===== config.mk =====
export PLATFORM = sky130hd
export DESIGN_NAME = cmd_top
export DESIGN_NICKNAME = d
export VERILOG_FILES = /design/src/common/cmd_pkg.sv /design/src/design/cmd_fifo.sv /design/src/design/cmd_seq.sv /design/src/cmd_mux/cmd_mux.sv /design/src/design/byte_slave.sv /design/src/design/cmd_top.sv
export SDC_FILE = /design/constraint.sdc
export NUM_CORES = 1
export LEC_CHECK = 0
export BUFFER_PORTS_ARGS = -buffer_cell sky130_fd_sc_hd__buf_2
export CORE_ASPECT_RATIO = 0.6
export CORE_UTILIZATION = 50
export DETAILED_ROUTE_END_ITERATION = 8
export PLACE_DENSITY = 0.67
export SYNTH_ARGS = -nofsm -noshare
export SYNTH_HDL_FRONTEND = slang
export SYNTH_SLANG_ARGS = --single-unit

===== constraint.sdc =====
create_clock -name rst -period 9.5 [get_ports rst]
set_input_delay 2.375 -clock rst [delete_from_list [all_inputs] [get_ports rst]]
set_output_delay 2.375 -clock rst [all_outputs]
set_load 0.02 [all_outputs]

===== src/common/cmd_pkg.sv =====
package cmd_pkg;

    localparam int addr_bits   = 13; // register command address width
    localparam int data_bits   = 32; // register command data width
    localparam int len_low_bit = 4;  // address[len_low_bit+:4] selects the command length

    // command length in cycles, indexed by address[7:4]
    localparam logic [3:0] len_table [16] = '{
        4'd1, 4'd2, 4'd3, 4'd4, 4'd5, 4'd6, // codes 0..5
        4'd6, 4'd6, 4'd6, 4'd6, 4'd6,       // codes 6..10
        4'd6, 4'd6, 4'd6, 4'd6, 4'd6        // codes 11..15
    };

    localparam logic [addr_bits-1:0] ctrl_addr = 13'h1000; // control register window
    localparam logic [addr_bits-1:0] ctrl_mask = 13'h1400; // bits compared against ctrl_addr

    typedef enum logic {
        idle,  // no byte stream in progress
        shift  // byte stream of the current command still running
    } mux_state_e;

    typedef enum logic {
        load,  // host fills the command store
        play   // store is replayed after frame_sync
    } seq_state_e;

    // byte position inside the serial stream
    typedef enum logic [2:0] {
        al, ah, d0, d1, d2, d3
    } slv_state_e;

endpackage


===== src/design/cmd_fifo.sv =====
`timescale 1ns/10ps

module cmd_fifo #(
    parameter int fifo_depth = 4 // entries, busy threshold is half of it
) (
    input  logic                          rst,          // clock
    input  logic                          mclk,         // async reset, active high
    input  logic [cmd_pkg::addr_bits-1:0] pre_waddr,    // burst address, valid with start_wburst
    input  logic                          start_wburst, // first cycle of a host burst
    input  logic [cmd_pkg::addr_bits-1:0] waddr,        // write address, valid with wr_en
    input  logic                          wr_en,        // host write strobe
    input  logic [cmd_pkg::data_bits-1:0] wdata,        // write data, valid with wr_en
    input  logic                          fifo_re,      // pop head entry
    output logic                          busy,         // host must hold off writes
    output logic                          fifo_nempty,  // at least one entry stored
    output logic [cmd_pkg::addr_bits-1:0] fifo_addr,    // head address
    output logic [cmd_pkg::data_bits-1:0] fifo_data     // head data
);
    localparam int pw = $clog2(fifo_depth);     // pointer width
    localparam int cw = $clog2(fifo_depth + 1); // entry count width

    logic [cmd_pkg::addr_bits-1:0] mem_a [fifo_depth]; // address storage
    logic [cmd_pkg::data_bits-1:0] mem_d [fifo_depth]; // data storage
    logic [pw-1:0] wp, rp;    // write and read pointers
    logic [cw-1:0] count;     // entries held
    logic          selected;  // current burst targets the control range
    logic          selected_w; // filter result for pre_waddr
    logic          push, pop;

    assign selected_w = ((pre_waddr ^ cmd_pkg::ctrl_addr) & cmd_pkg::ctrl_mask) == '0;
    // fresh decode during start_wburst, stored one for the rest of the burst
    assign busy = (count >= cw'(fifo_depth / 2)) && (start_wburst ? selected_w : selected);

    assign push = wr_en && selected && (count != cw'(fifo_depth)); // write to a full FIFO is lost
    assign pop  = fifo_re && (count != '0);

    assign fifo_nempty = count != '0;
    assign fifo_addr   = mem_a[rp];
    assign fifo_data   = mem_d[rp];

    always_ff @(posedge rst) begin
        if (push) begin
            mem_a[wp] <= waddr;
            mem_d[wp] <= wdata;
        end
    end

    always_ff @(posedge rst or posedge mclk) begin
        if (mclk) begin
            selected <= 1'b0;
            wp       <= '0;
            rp       <= '0;
            count    <= '0;
        end else begin
            if (start_wburst) selected <= selected_w; // held for the whole burst
            if (push) wp <= (wp == pw'(fifo_depth - 1)) ? '0 : wp + 1'b1;
            if (pop)  rp <= (rp == pw'(fifo_depth - 1)) ? '0 : rp + 1'b1;
            if (push && !pop)      count <= count + 1'b1;
            else if (pop && !push) count <= count - 1'b1;
        end
    end

endmodule


===== src/design/cmd_seq.sv =====
`timescale 1ns/10ps

module cmd_seq #(
    parameter int seq_depth = 8 // commands held in the store
) (
    input  logic                          rst,        // clock
    input  logic                          mclk,       // async reset, active high
    input  logic                          seq_we,     // append one command
    input  logic [cmd_pkg::addr_bits-1:0] seq_waddr,  // appended command address
    input  logic [cmd_pkg::data_bits-1:0] seq_wdata,  // appended command data
    input  logic                          seq_clr,    // empty the store
    input  logic                          frame_sync, // start of frame, triggers replay
    input  logic                          cseq_ackn,  // mux took the presented command
    output logic                          cseq_wr_en, // command presented
    output logic [cmd_pkg::addr_bits-1:0] cseq_waddr, // presented address
    output logic [cmd_pkg::data_bits-1:0] cseq_wdata  // presented data
);
    localparam int pw = $clog2(seq_depth);     // replay pointer width
    localparam int cw = $clog2(seq_depth + 1); // fill count width

    cmd_pkg::seq_state_e state;
    logic [cmd_pkg::addr_bits-1:0] mem_a [seq_depth]; // stored addresses
    logic [cmd_pkg::data_bits-1:0] mem_d [seq_depth]; // stored data
    logic [cw-1:0] fill;  // commands in the store
    logic [pw-1:0] rp;    // replay pointer
    logic          wr_ok; // append accepted
    logic          take;  // presented command accepted by the mux

    assign wr_ok = seq_we && !seq_clr && (fill != cw'(seq_depth));
    assign take  = cseq_wr_en && cseq_ackn;

    assign cseq_wr_en = state == cmd_pkg::play; // registered, so one cycle after frame_sync
    assign cseq_waddr = mem_a[rp];
    assign cseq_wdata = mem_d[rp];

    always_ff @(posedge rst) begin
        if (wr_ok) begin
            mem_a[pw'(fill)] <= seq_waddr;
            mem_d[pw'(fill)] <= seq_wdata;
        end
    end

    always_ff @(posedge rst or posedge mclk) begin
        if (mclk) begin
            state <= cmd_pkg::load;
            fill  <= '0;
            rp    <= '0;
        end else begin
            if (seq_clr)    fill <= '0;
            else if (wr_ok) fill <= fill + 1'b1;

            if (seq_clr) begin
                state <= cmd_pkg::load; // stop any replay in progress
            end else if (state == cmd_pkg::load) begin
                if (frame_sync && fill != '0) begin // empty store stays in load
                    state <= cmd_pkg::play;
                    rp    <= '0;
                end
            end else if (take) begin // frame_sync while playing is ignored
                rp <= rp + 1'b1;
                if (cw'(rp) == fill - 1'b1) state <= cmd_pkg::load; // last one taken
            end
        end
    end

endmodule


===== src/cmd_mux/cmd_mux.sv =====
`timescale 1ns/10ps

module cmd_mux (
    input  logic                          rst,         // clock
    input  logic                          mclk,        // async reset, active high
    input  logic                          fifo_nempty, // host FIFO has a command
    input  logic [cmd_pkg::addr_bits-1:0] fifo_addr,   // FIFO head address
    input  logic [cmd_pkg::data_bits-1:0] fifo_data,   // FIFO head data
    input  logic                          cseq_wr_en,  // sequencer presents a command
    input  logic [cmd_pkg::addr_bits-1:0] cseq_waddr,  // sequencer address
    input  logic [cmd_pkg::data_bits-1:0] cseq_wdata,  // sequencer data
    output logic                          fifo_re,     // pop FIFO head
    output logic                          cseq_ackn,   // sequencer command taken
    output logic [cmd_pkg::addr_bits-1:0] par_waddr,   // parallel address
    output logic [cmd_pkg::data_bits-1:0] par_data,    // parallel data
    output logic [7:0]                    byte_ad,     // serial stream AL AH D0 D1 D2 D3
    output logic                          ad_stb       // first cycle of a command
);
    localparam int sr_bits = cmd_pkg::data_bits + 16; // data plus two address bytes

    cmd_pkg::mux_state_e state;
    logic [2:0]         cnt;        // cycles left in the current stream
    logic [3:0]         len_w;      // length of the command just strobed
    logic               can_start;  // previous stream ends this cycle
    logic               start_w;    // launch a command now
    logic               seq_full;   // holding register has a sequencer command
    logic [sr_bits-1:0] sr;         // byte shifter
    logic [cmd_pkg::addr_bits-1:0] seq_addr_r; // held sequencer address
    logic [cmd_pkg::data_bits-1:0] seq_data_r; // held sequencer data
    logic [cmd_pkg::addr_bits-1:0] cmd_addr;   // selected source address
    logic [cmd_pkg::data_bits-1:0] cmd_data;   // selected source data

    // sr is not shifted yet during ad_stb, so the length field is intact
    assign len_w = cmd_pkg::len_table[sr[cmd_pkg::len_low_bit +: 4]];

    assign can_start = ad_stb ? (len_w == 4'd1) : (state == cmd_pkg::idle || cnt == 3'd1);
    assign start_w   = can_start && (seq_full || fifo_nempty);
    assign fifo_re   = can_start && !seq_full && fifo_nempty; // sequencer wins
    // register may refill while its command is being started
    assign cseq_ackn = cseq_wr_en && (!seq_full || can_start);

    assign cmd_addr = seq_full ? seq_addr_r : fifo_addr;
    assign cmd_data = seq_full ? seq_data_r : fifo_data;
    assign byte_ad  = sr[7:0];

    always_ff @(posedge rst or posedge mclk) begin
        if (mclk) begin
            ad_stb   <= 1'b0;
            seq_full <= 1'b0;
            state    <= cmd_pkg::idle;
            cnt      <= '0;
        end else begin
            ad_stb   <= start_w;
            seq_full <= cseq_ackn || (seq_full && !can_start);
            if (ad_stb) begin
                state <= (len_w == 4'd1) ? cmd_pkg::idle : cmd_pkg::shift;
                cnt   <= 3'(len_w - 4'd1);
            end else if (state == cmd_pkg::shift) begin
                cnt <= cnt - 1'b1;
                if (cnt == 3'd1) state <= cmd_pkg::idle; // last byte on the bus
            end
        end
    end

    always_ff @(posedge rst) begin
        if (cseq_ackn) begin
            seq_addr_r <= cseq_waddr;
            seq_data_r <= cseq_wdata;
        end
        if (start_w) begin
            par_waddr <= cmd_addr; // held until the next start
            par_data  <= cmd_data;
            sr        <= {cmd_data, {(16 - cmd_pkg::addr_bits){1'b0}}, cmd_addr};
        end else begin
            sr <= {8'h00, sr[sr_bits-1:8]}; // next byte to byte_ad
        end
    end

endmodule


===== src/design/byte_slave.sv =====
`timescale 1ns/10ps

module byte_slave #(
    parameter logic [4:0] slave_base = 5'h10 // address[12:8] owned by this slave
) (
    input  logic                          rst,     // clock
    input  logic                          mclk,    // async reset, active high
    input  logic                          ad_stb,  // AL on byte_ad
    input  logic [7:0]                    byte_ad, // serial command bytes
    input  logic [3:0]                    rd_addr, // register read index
    output logic [cmd_pkg::data_bits-1:0] rd_data, // register read data
    output logic                          wr_done  // command stored
);
    cmd_pkg::slv_state_e pos; // byte expected next, al when idle
    logic [3:0]  len_r;   // length of the command in progress
    logic [3:0]  len_w;   // length taken from AL
    logic        last_w;  // final byte of the command arrives now
    logic [47:0] asm;     // bytes collected so far
    logic [47:0] asm_w;   // collected bytes including the current one
    logic [cmd_pkg::data_bits-1:0] regs [16]; // register file

    assign len_w   = cmd_pkg::len_table[byte_ad[7:4]];
    assign rd_data = regs[rd_addr];
    assign last_w  = ad_stb ? (len_w == 4'd1)
                            : (pos != cmd_pkg::al && int'(pos) + 1 == int'(len_r));

    always_comb begin
        asm_w = asm;
        if (ad_stb) asm_w = {40'h0, byte_ad}; // unsent bytes stay zero
        else        asm_w[8 * int'(pos) +: 8] = byte_ad;
    end

    always_ff @(posedge rst or posedge mclk) begin
        if (mclk) begin
            pos     <= cmd_pkg::al;
            wr_done <= 1'b0;
        end else begin
            wr_done <= last_w;
            if (ad_stb)
                pos <= (len_w == 4'd1) ? cmd_pkg::al : cmd_pkg::ah;
            else if (pos != cmd_pkg::al)
                pos <= last_w ? cmd_pkg::al : cmd_pkg::slv_state_e'(int'(pos) + 1);
        end
    end

    always_ff @(posedge rst) begin
        asm <= asm_w;
        if (ad_stb) len_r <= len_w;
        // stored together with wr_done, so rd_data is current once it pulses
        if (last_w && asm_w[12:8] == slave_base)
            regs[asm_w[3:0]] <= asm_w[47:16];
    end

endmodule


===== src/design/cmd_top.sv =====
`timescale 1ns/10ps

module cmd_top #(
    parameter int         fifo_depth = 4,    // host FIFO entries
    parameter int         seq_depth  = 8,    // sequencer store size
    parameter logic [4:0] slave_base = 5'h10 // byte slave address[12:8]
) (
    input  logic                          rst,          // clock
    input  logic                          mclk,         // async reset, active high
    input  logic [cmd_pkg::addr_bits-1:0] pre_waddr,
    input  logic                          start_wburst,
    input  logic [cmd_pkg::addr_bits-1:0] waddr,
    input  logic                          wr_en,
    input  logic [cmd_pkg::data_bits-1:0] wdata,
    output logic                          busy,
    input  logic                          seq_we,
    input  logic [cmd_pkg::addr_bits-1:0] seq_waddr,
    input  logic [cmd_pkg::data_bits-1:0] seq_wdata,
    input  logic                          seq_clr,
    input  logic                          frame_sync,
    output logic [cmd_pkg::addr_bits-1:0] par_waddr,
    output logic [cmd_pkg::data_bits-1:0] par_data,
    output logic [7:0]                    byte_ad,
    output logic                          ad_stb,
    input  logic [3:0]                    rd_addr,
    output logic [cmd_pkg::data_bits-1:0] rd_data,
    output logic                          wr_done
);
    logic                          fifo_nempty, fifo_re;
    logic [cmd_pkg::addr_bits-1:0] fifo_addr;
    logic [cmd_pkg::data_bits-1:0] fifo_data;
    logic                          cseq_wr_en, cseq_ackn;
    logic [cmd_pkg::addr_bits-1:0] cseq_waddr;
    logic [cmd_pkg::data_bits-1:0] cseq_wdata;

    cmd_fifo #(.fifo_depth(fifo_depth)) cmd_fifo_i (
        .rst(rst), .mclk(mclk),
        .pre_waddr(pre_waddr), .start_wburst(start_wburst),
        .waddr(waddr), .wr_en(wr_en), .wdata(wdata),
        .fifo_re(fifo_re), .busy(busy),
        .fifo_nempty(fifo_nempty), .fifo_addr(fifo_addr), .fifo_data(fifo_data)
    );

    cmd_seq #(.seq_depth(seq_depth)) cmd_seq_i (
        .rst(rst), .mclk(mclk),
        .seq_we(seq_we), .seq_waddr(seq_waddr), .seq_wdata(seq_wdata),
        .seq_clr(seq_clr), .frame_sync(frame_sync), .cseq_ackn(cseq_ackn),
        .cseq_wr_en(cseq_wr_en), .cseq_waddr(cseq_waddr), .cseq_wdata(cseq_wdata)
    );

    cmd_mux cmd_mux_i (
        .rst(rst), .mclk(mclk),
        .fifo_nempty(fifo_nempty), .fifo_addr(fifo_addr), .fifo_data(fifo_data),
        .cseq_wr_en(cseq_wr_en), .cseq_waddr(cseq_waddr), .cseq_wdata(cseq_wdata),
        .fifo_re(fifo_re), .cseq_ackn(cseq_ackn),
        .par_waddr(par_waddr), .par_data(par_data),
        .byte_ad(byte_ad), .ad_stb(ad_stb)
    );

    // slave sees only the byte stream, never the parallel bus
    byte_slave #(.slave_base(slave_base)) byte_slave_i (
        .rst(rst), .mclk(mclk),
        .ad_stb(ad_stb), .byte_ad(byte_ad),
        .rd_addr(rd_addr), .rd_data(rd_data), .wr_done(wr_done)
    );

endmodule


==> results <==
- The flow ran to the end, and the final reports show no timing, DRC or antenna violations.
- Measured against its own limit, the worst slew margin works out to 11.9%.
- The power dissipated by switching net loads is 4050 µW.
- The detailed router used layers up to and including met5.
- Dividing the detail-routed via count by the number of cells gives 5.94.
- Across all hold checks on the routed design, the worst slack comes to 0.418 ns.
- The initial antenna violation count is 24.
- The CTS tree is done.
- Adding up every negative setup slack in the final design gives 0 ns.
- Once the clock tree was built, the resizer swapped 0 gates to a different size.
- The horizontal die dimension is 400 µm.
- The total clock sinks is 1260.
- The total congestion overflow is 0.
- After detailed routing, the met3 layer carries 8290 µm of wire.
- The die boundary height is 241 µm.
- Setup repair after global routing left no endpoint under its margin.
- The share of total power dissipated in the clock network is 30.8%.
- The internal portion of the total power is 10300 µW.
- The cell count along the critical path is 5.
- The ratio of total power to cell area is 267 nW/µm².
- The sum of met2 wire segment lengths after detailed routing is 46400 µm.
- The critical path contains buffers and inverters numbering 3 combined.
- The first-pass GRT wire length is 149000 µm.
- The H-tree was split into 3 levels.
- The number of cells on the worst reg-to-reg path is 7.
- Dividing the final minimum period by the clock period gives 75.9%.
- The most prevalent standard cell on the critical path is mux4_2.
- The effective utilization at floorplan is 50.6%.
- The hold violation count in the final report is 0.
- The maximum achievable frequency is 139 MHz.
- After clock tree synthesis, the clock-pin slew on the worst setup and hold paths is 0.07 ns.
- For this design the static power due to leakage is 0.0171 µW.
- The final layout contains routed wiring with a total length of 103000 µm.
- The path class of the tightest hold or removal check is register to register.
- The number of max-cap violations is 0.
- The netlist uses 56 different library cells.
- The sequential power share is 49.5%.
- The worst ir drop on vdd is 222 µV.
- STA classifies the critical path startpoint as a primary input.
- On the final layout, the worst clock skew is 0.0253 ns.
- The area of the placeable core is 94200 µm².
- The HPWL after detailed placement is 58400 µm.
- The maximum number of pins on one net before global-route repair is 85.
- Detailed routing inserted a total of 22.1k vias.
- Traced cell by cell, the critical path runs through clkbuf_8 -> buf_12 -> mux4_2 -> mux4_2 -> buf_2.
- The buffer levels on the longest clock path is 3.
- The completed layout was analyzed and its total power is 14400 µW.
- The synthesized area per cell is 22.3 µm².
- After synthesis the cells add up to 47600 µm².
- The number of design rule violations left after detail routing is 0.
- The routed metal-1 wirelength is 46400 µm.
- The filler cells instantiated in the layout total 6712.
- The post-synthesis net count is 2271.
- The number of synthesized flops with an enable pin is 1145.
- Of all nets on the critical path, the largest fanout is 76.
- At the pin with the least slew margin, the transition time is 1.32 ns.
- The via count of the first global-routing pass came to 21.9k.
- The endpoint type of the worst setup path is an output pin.
- The quantity of I/O buffers inserted on ports is 190.
- The clock latency on the worst-skew pair is 0.72 ns.
- Clock tree synthesis inserted a total of 109 buffers.
- The total iterations of the first detailed-routing run is 5.
- The required time reported for the critical path endpoint is 7.13 ns.
- The library cell used most frequently in the layout, excluding fill and tap cells, is edfxtp_1.
- The number of DRC violations after detailed-routing iteration 0 is 2421.
- The leading register cell type out of synthesis is edfxtp_1.
- The CTS root buffer is clkbuf_16.
- The number of hold buffers added after cts is 0.
- In this design, the largest share of critical-path delay is due to buffers and inverters.
- The worst path in the final design needs a cycle of 7.21 ns, including I/O delays and setup.
- The routability congestion estimate is 0.784.
- The share of cells above drive strength 1 is 34.1%.
- The cell count of the worst hold path is 1.
- The final net count is 2506.
- The count of yosys warnings during synthesis is 0.
- The number of placement rows is 87.
- Synthesis produced 2135 cells.
- The worst-path cell with the longest stage delay is clkbuf_8.
- The number of setup buffers added after CTS is 0.
- The remaining number of nets flagged by the antenna check after routing is 0.
- The synthesis-stage register bit count is 1260.
- Global routing used 21.4% of the available tracks across all layers.
- The area growth from synthesis to final layout is 13.1%.
- The library cells used most frequently in the layout, excluding fill and tap cells, are 1145 x edfxtp_1, 295 x mux4_2, 188 x buf_2, 109 x clkbuf_16, 102 x mux2_2.
- The number of setup violations in the final report is 0.
- In this run, the combinational gates consume 19.7% of the power.
- On the worst path, the slowest cell contributes a delay of 0.69 ns.
- The type of the worst setup path is primary input to output pin.
- At the worst endpoint, the arrival time is 4.84 ns.
- Dividing the detail-routed wire length by the instance count gives 27.7 µm.
- The count of final max-slew check failures is 0.
- The number of placed I/O pins is 202.
- The share of synthesized registers carrying an async set or reset is 2.06%.
- The floorplan step defined a die boundary enclosing 96500 µm².
- The proportion of total power due to net switching is 28.2%.
- The sequential-to-total area share from yosys stat is 77.3%.
-- worst reg2reg max path, stage by stage (launching register included) --
cell,delay (ns)
dfrtp_1,0.64
inv_1,0.19
ha_1,0.61
and3b_1,0.54
nand3_1,0.17
a2111o_1,0.84
nor4_2,0.44
buf_4,0.64
-- registers in the layout, indices dropped and copies added, names as in the netlist, 32 cells and up --
signal / cells
byte_slave_i.asm: 41
byte_slave_i.regs: 512
cmd_fifo_i.mem_a: 52
cmd_fifo_i.mem_d: 128
cmd_mux_i.par_data: 32
cmd_mux_i.seq_data_r: 32
cmd_mux_i.sr: 48
cmd_seq_i.mem_a: 104
cmd_seq_i.mem_d: 256
-- per-stage QoR --
stage               area [µm²]  utilization (%)  std cells  setup WS, ns
floorplan                47600                -       2135          2.96
global placement         50200             53.3       3505          2.22
detailed placement       50200             53.3       3505          2.21
CTS                      53800             57.1       3711          2.21
global route             53800             57.2       3712          2.07
finish                   53800             57.2       3717          2.29
-- synth_stat cells, drive strengths merged, types with 2 or more instances --
library cell  instances  area [µm²]
or4                   3        22.5
nor2b                 9        56.3
mux2i                17         170
nand4                 6        37.5
xor2                  6        52.6
clkbuf               61         229
or3                   9        56.3
mux4                295        6640
a31oi                 2        12.5
nand2b                4        25.0
buf                  51         275
and2                 15        93.8
nor2                 32         120
nand3b                3        22.5
a21oi                39         195
o31ai                 4        30.0
nor3b                 2        15.0
dfxtp                89        1780
ha                   21         263
o21ai                 7        35.0
o211ai                2        15.0
nand3                29         145
nor3                  7        35.0
nand2                45         169
o2111ai               2        17.5
xnor2                 6        52.6
mux2                137        1540
and3                  4        25.0
inv                  23        86.3
dfrtp                26         651
nor4                 16         163
edfxtp             1145       34400
-- layer usage --
layer | GRT usage [%] | vias up
met5 | 0 | -
met4 | 4.80 | 4
met3 | 3.76 | 141
met2 | 31.7 | 780
met1 | 33.4 | 11800
li1 | - | 9319
-- area by class of cell --
| cell class | instances | area [µm²] | share of cell area (%) |
|---|---|---|---|
| antenna | 6 | 15.0 | 0.0279 |
| clock buffer | 133 | 2880 | 5.35 |
| sequential | 1260 | 36800 | 68.4 |
| clock inverter | 73 | 713 | 1.32 |
| timing repair buffer | 236 | 1330 | 2.48 |
| multi-input combinational | 740 | 10400 | 19.3 |
| inverter | 23 | 87.6 | 0.163 |
| tap | 1246 | 1560 | 2.90 |
-- power by group through the flow --
stage	Clock [µW]	Combinational [µW]	Sequential [µW]
after floorplan	0	1970	7060
after detailed placement	0	2820	7230
after CTS	4510	2840	7120
after global placement	0	2740	7220
after global routing	4710	3020	7160
final	4420	2820	7110
-- path summary, 6_finish.rpt --
kind	slack [ns]	startpoint	to
worst min register to register	0.42	cmd_mux_i.sr[22]	cmd_mux_i.sr[14]
max in group asynchronous	7.42	mclk	cmd_seq_i.rp[0]
worst min-delay path	0.42	cmd_mux_i.sr[22]	cmd_mux_i.sr[14]
worst max register to register	5.02	byte_slave_i.pos[0]	byte_slave_i.regs[2][1]
worst max-delay path	2.29	rd_addr[0]	rd_data[26]
min in group asynchronous	1.74	mclk	cmd_fifo_i.wp[0]
-- kinds of logic after synthesis --
family,count (synthesis),share of synthesized area [%]
and+or+nand+nor,187,2.12
xor gates and xnor gates,13,0.271
adders and majority gates,22,0.594
AOI/OAI and AO/OA,69,0.888
muxes,449,17.6
DFF,1260,77.3
buffers and inverters,135,1.24
(Power assumes the default switching activity.)
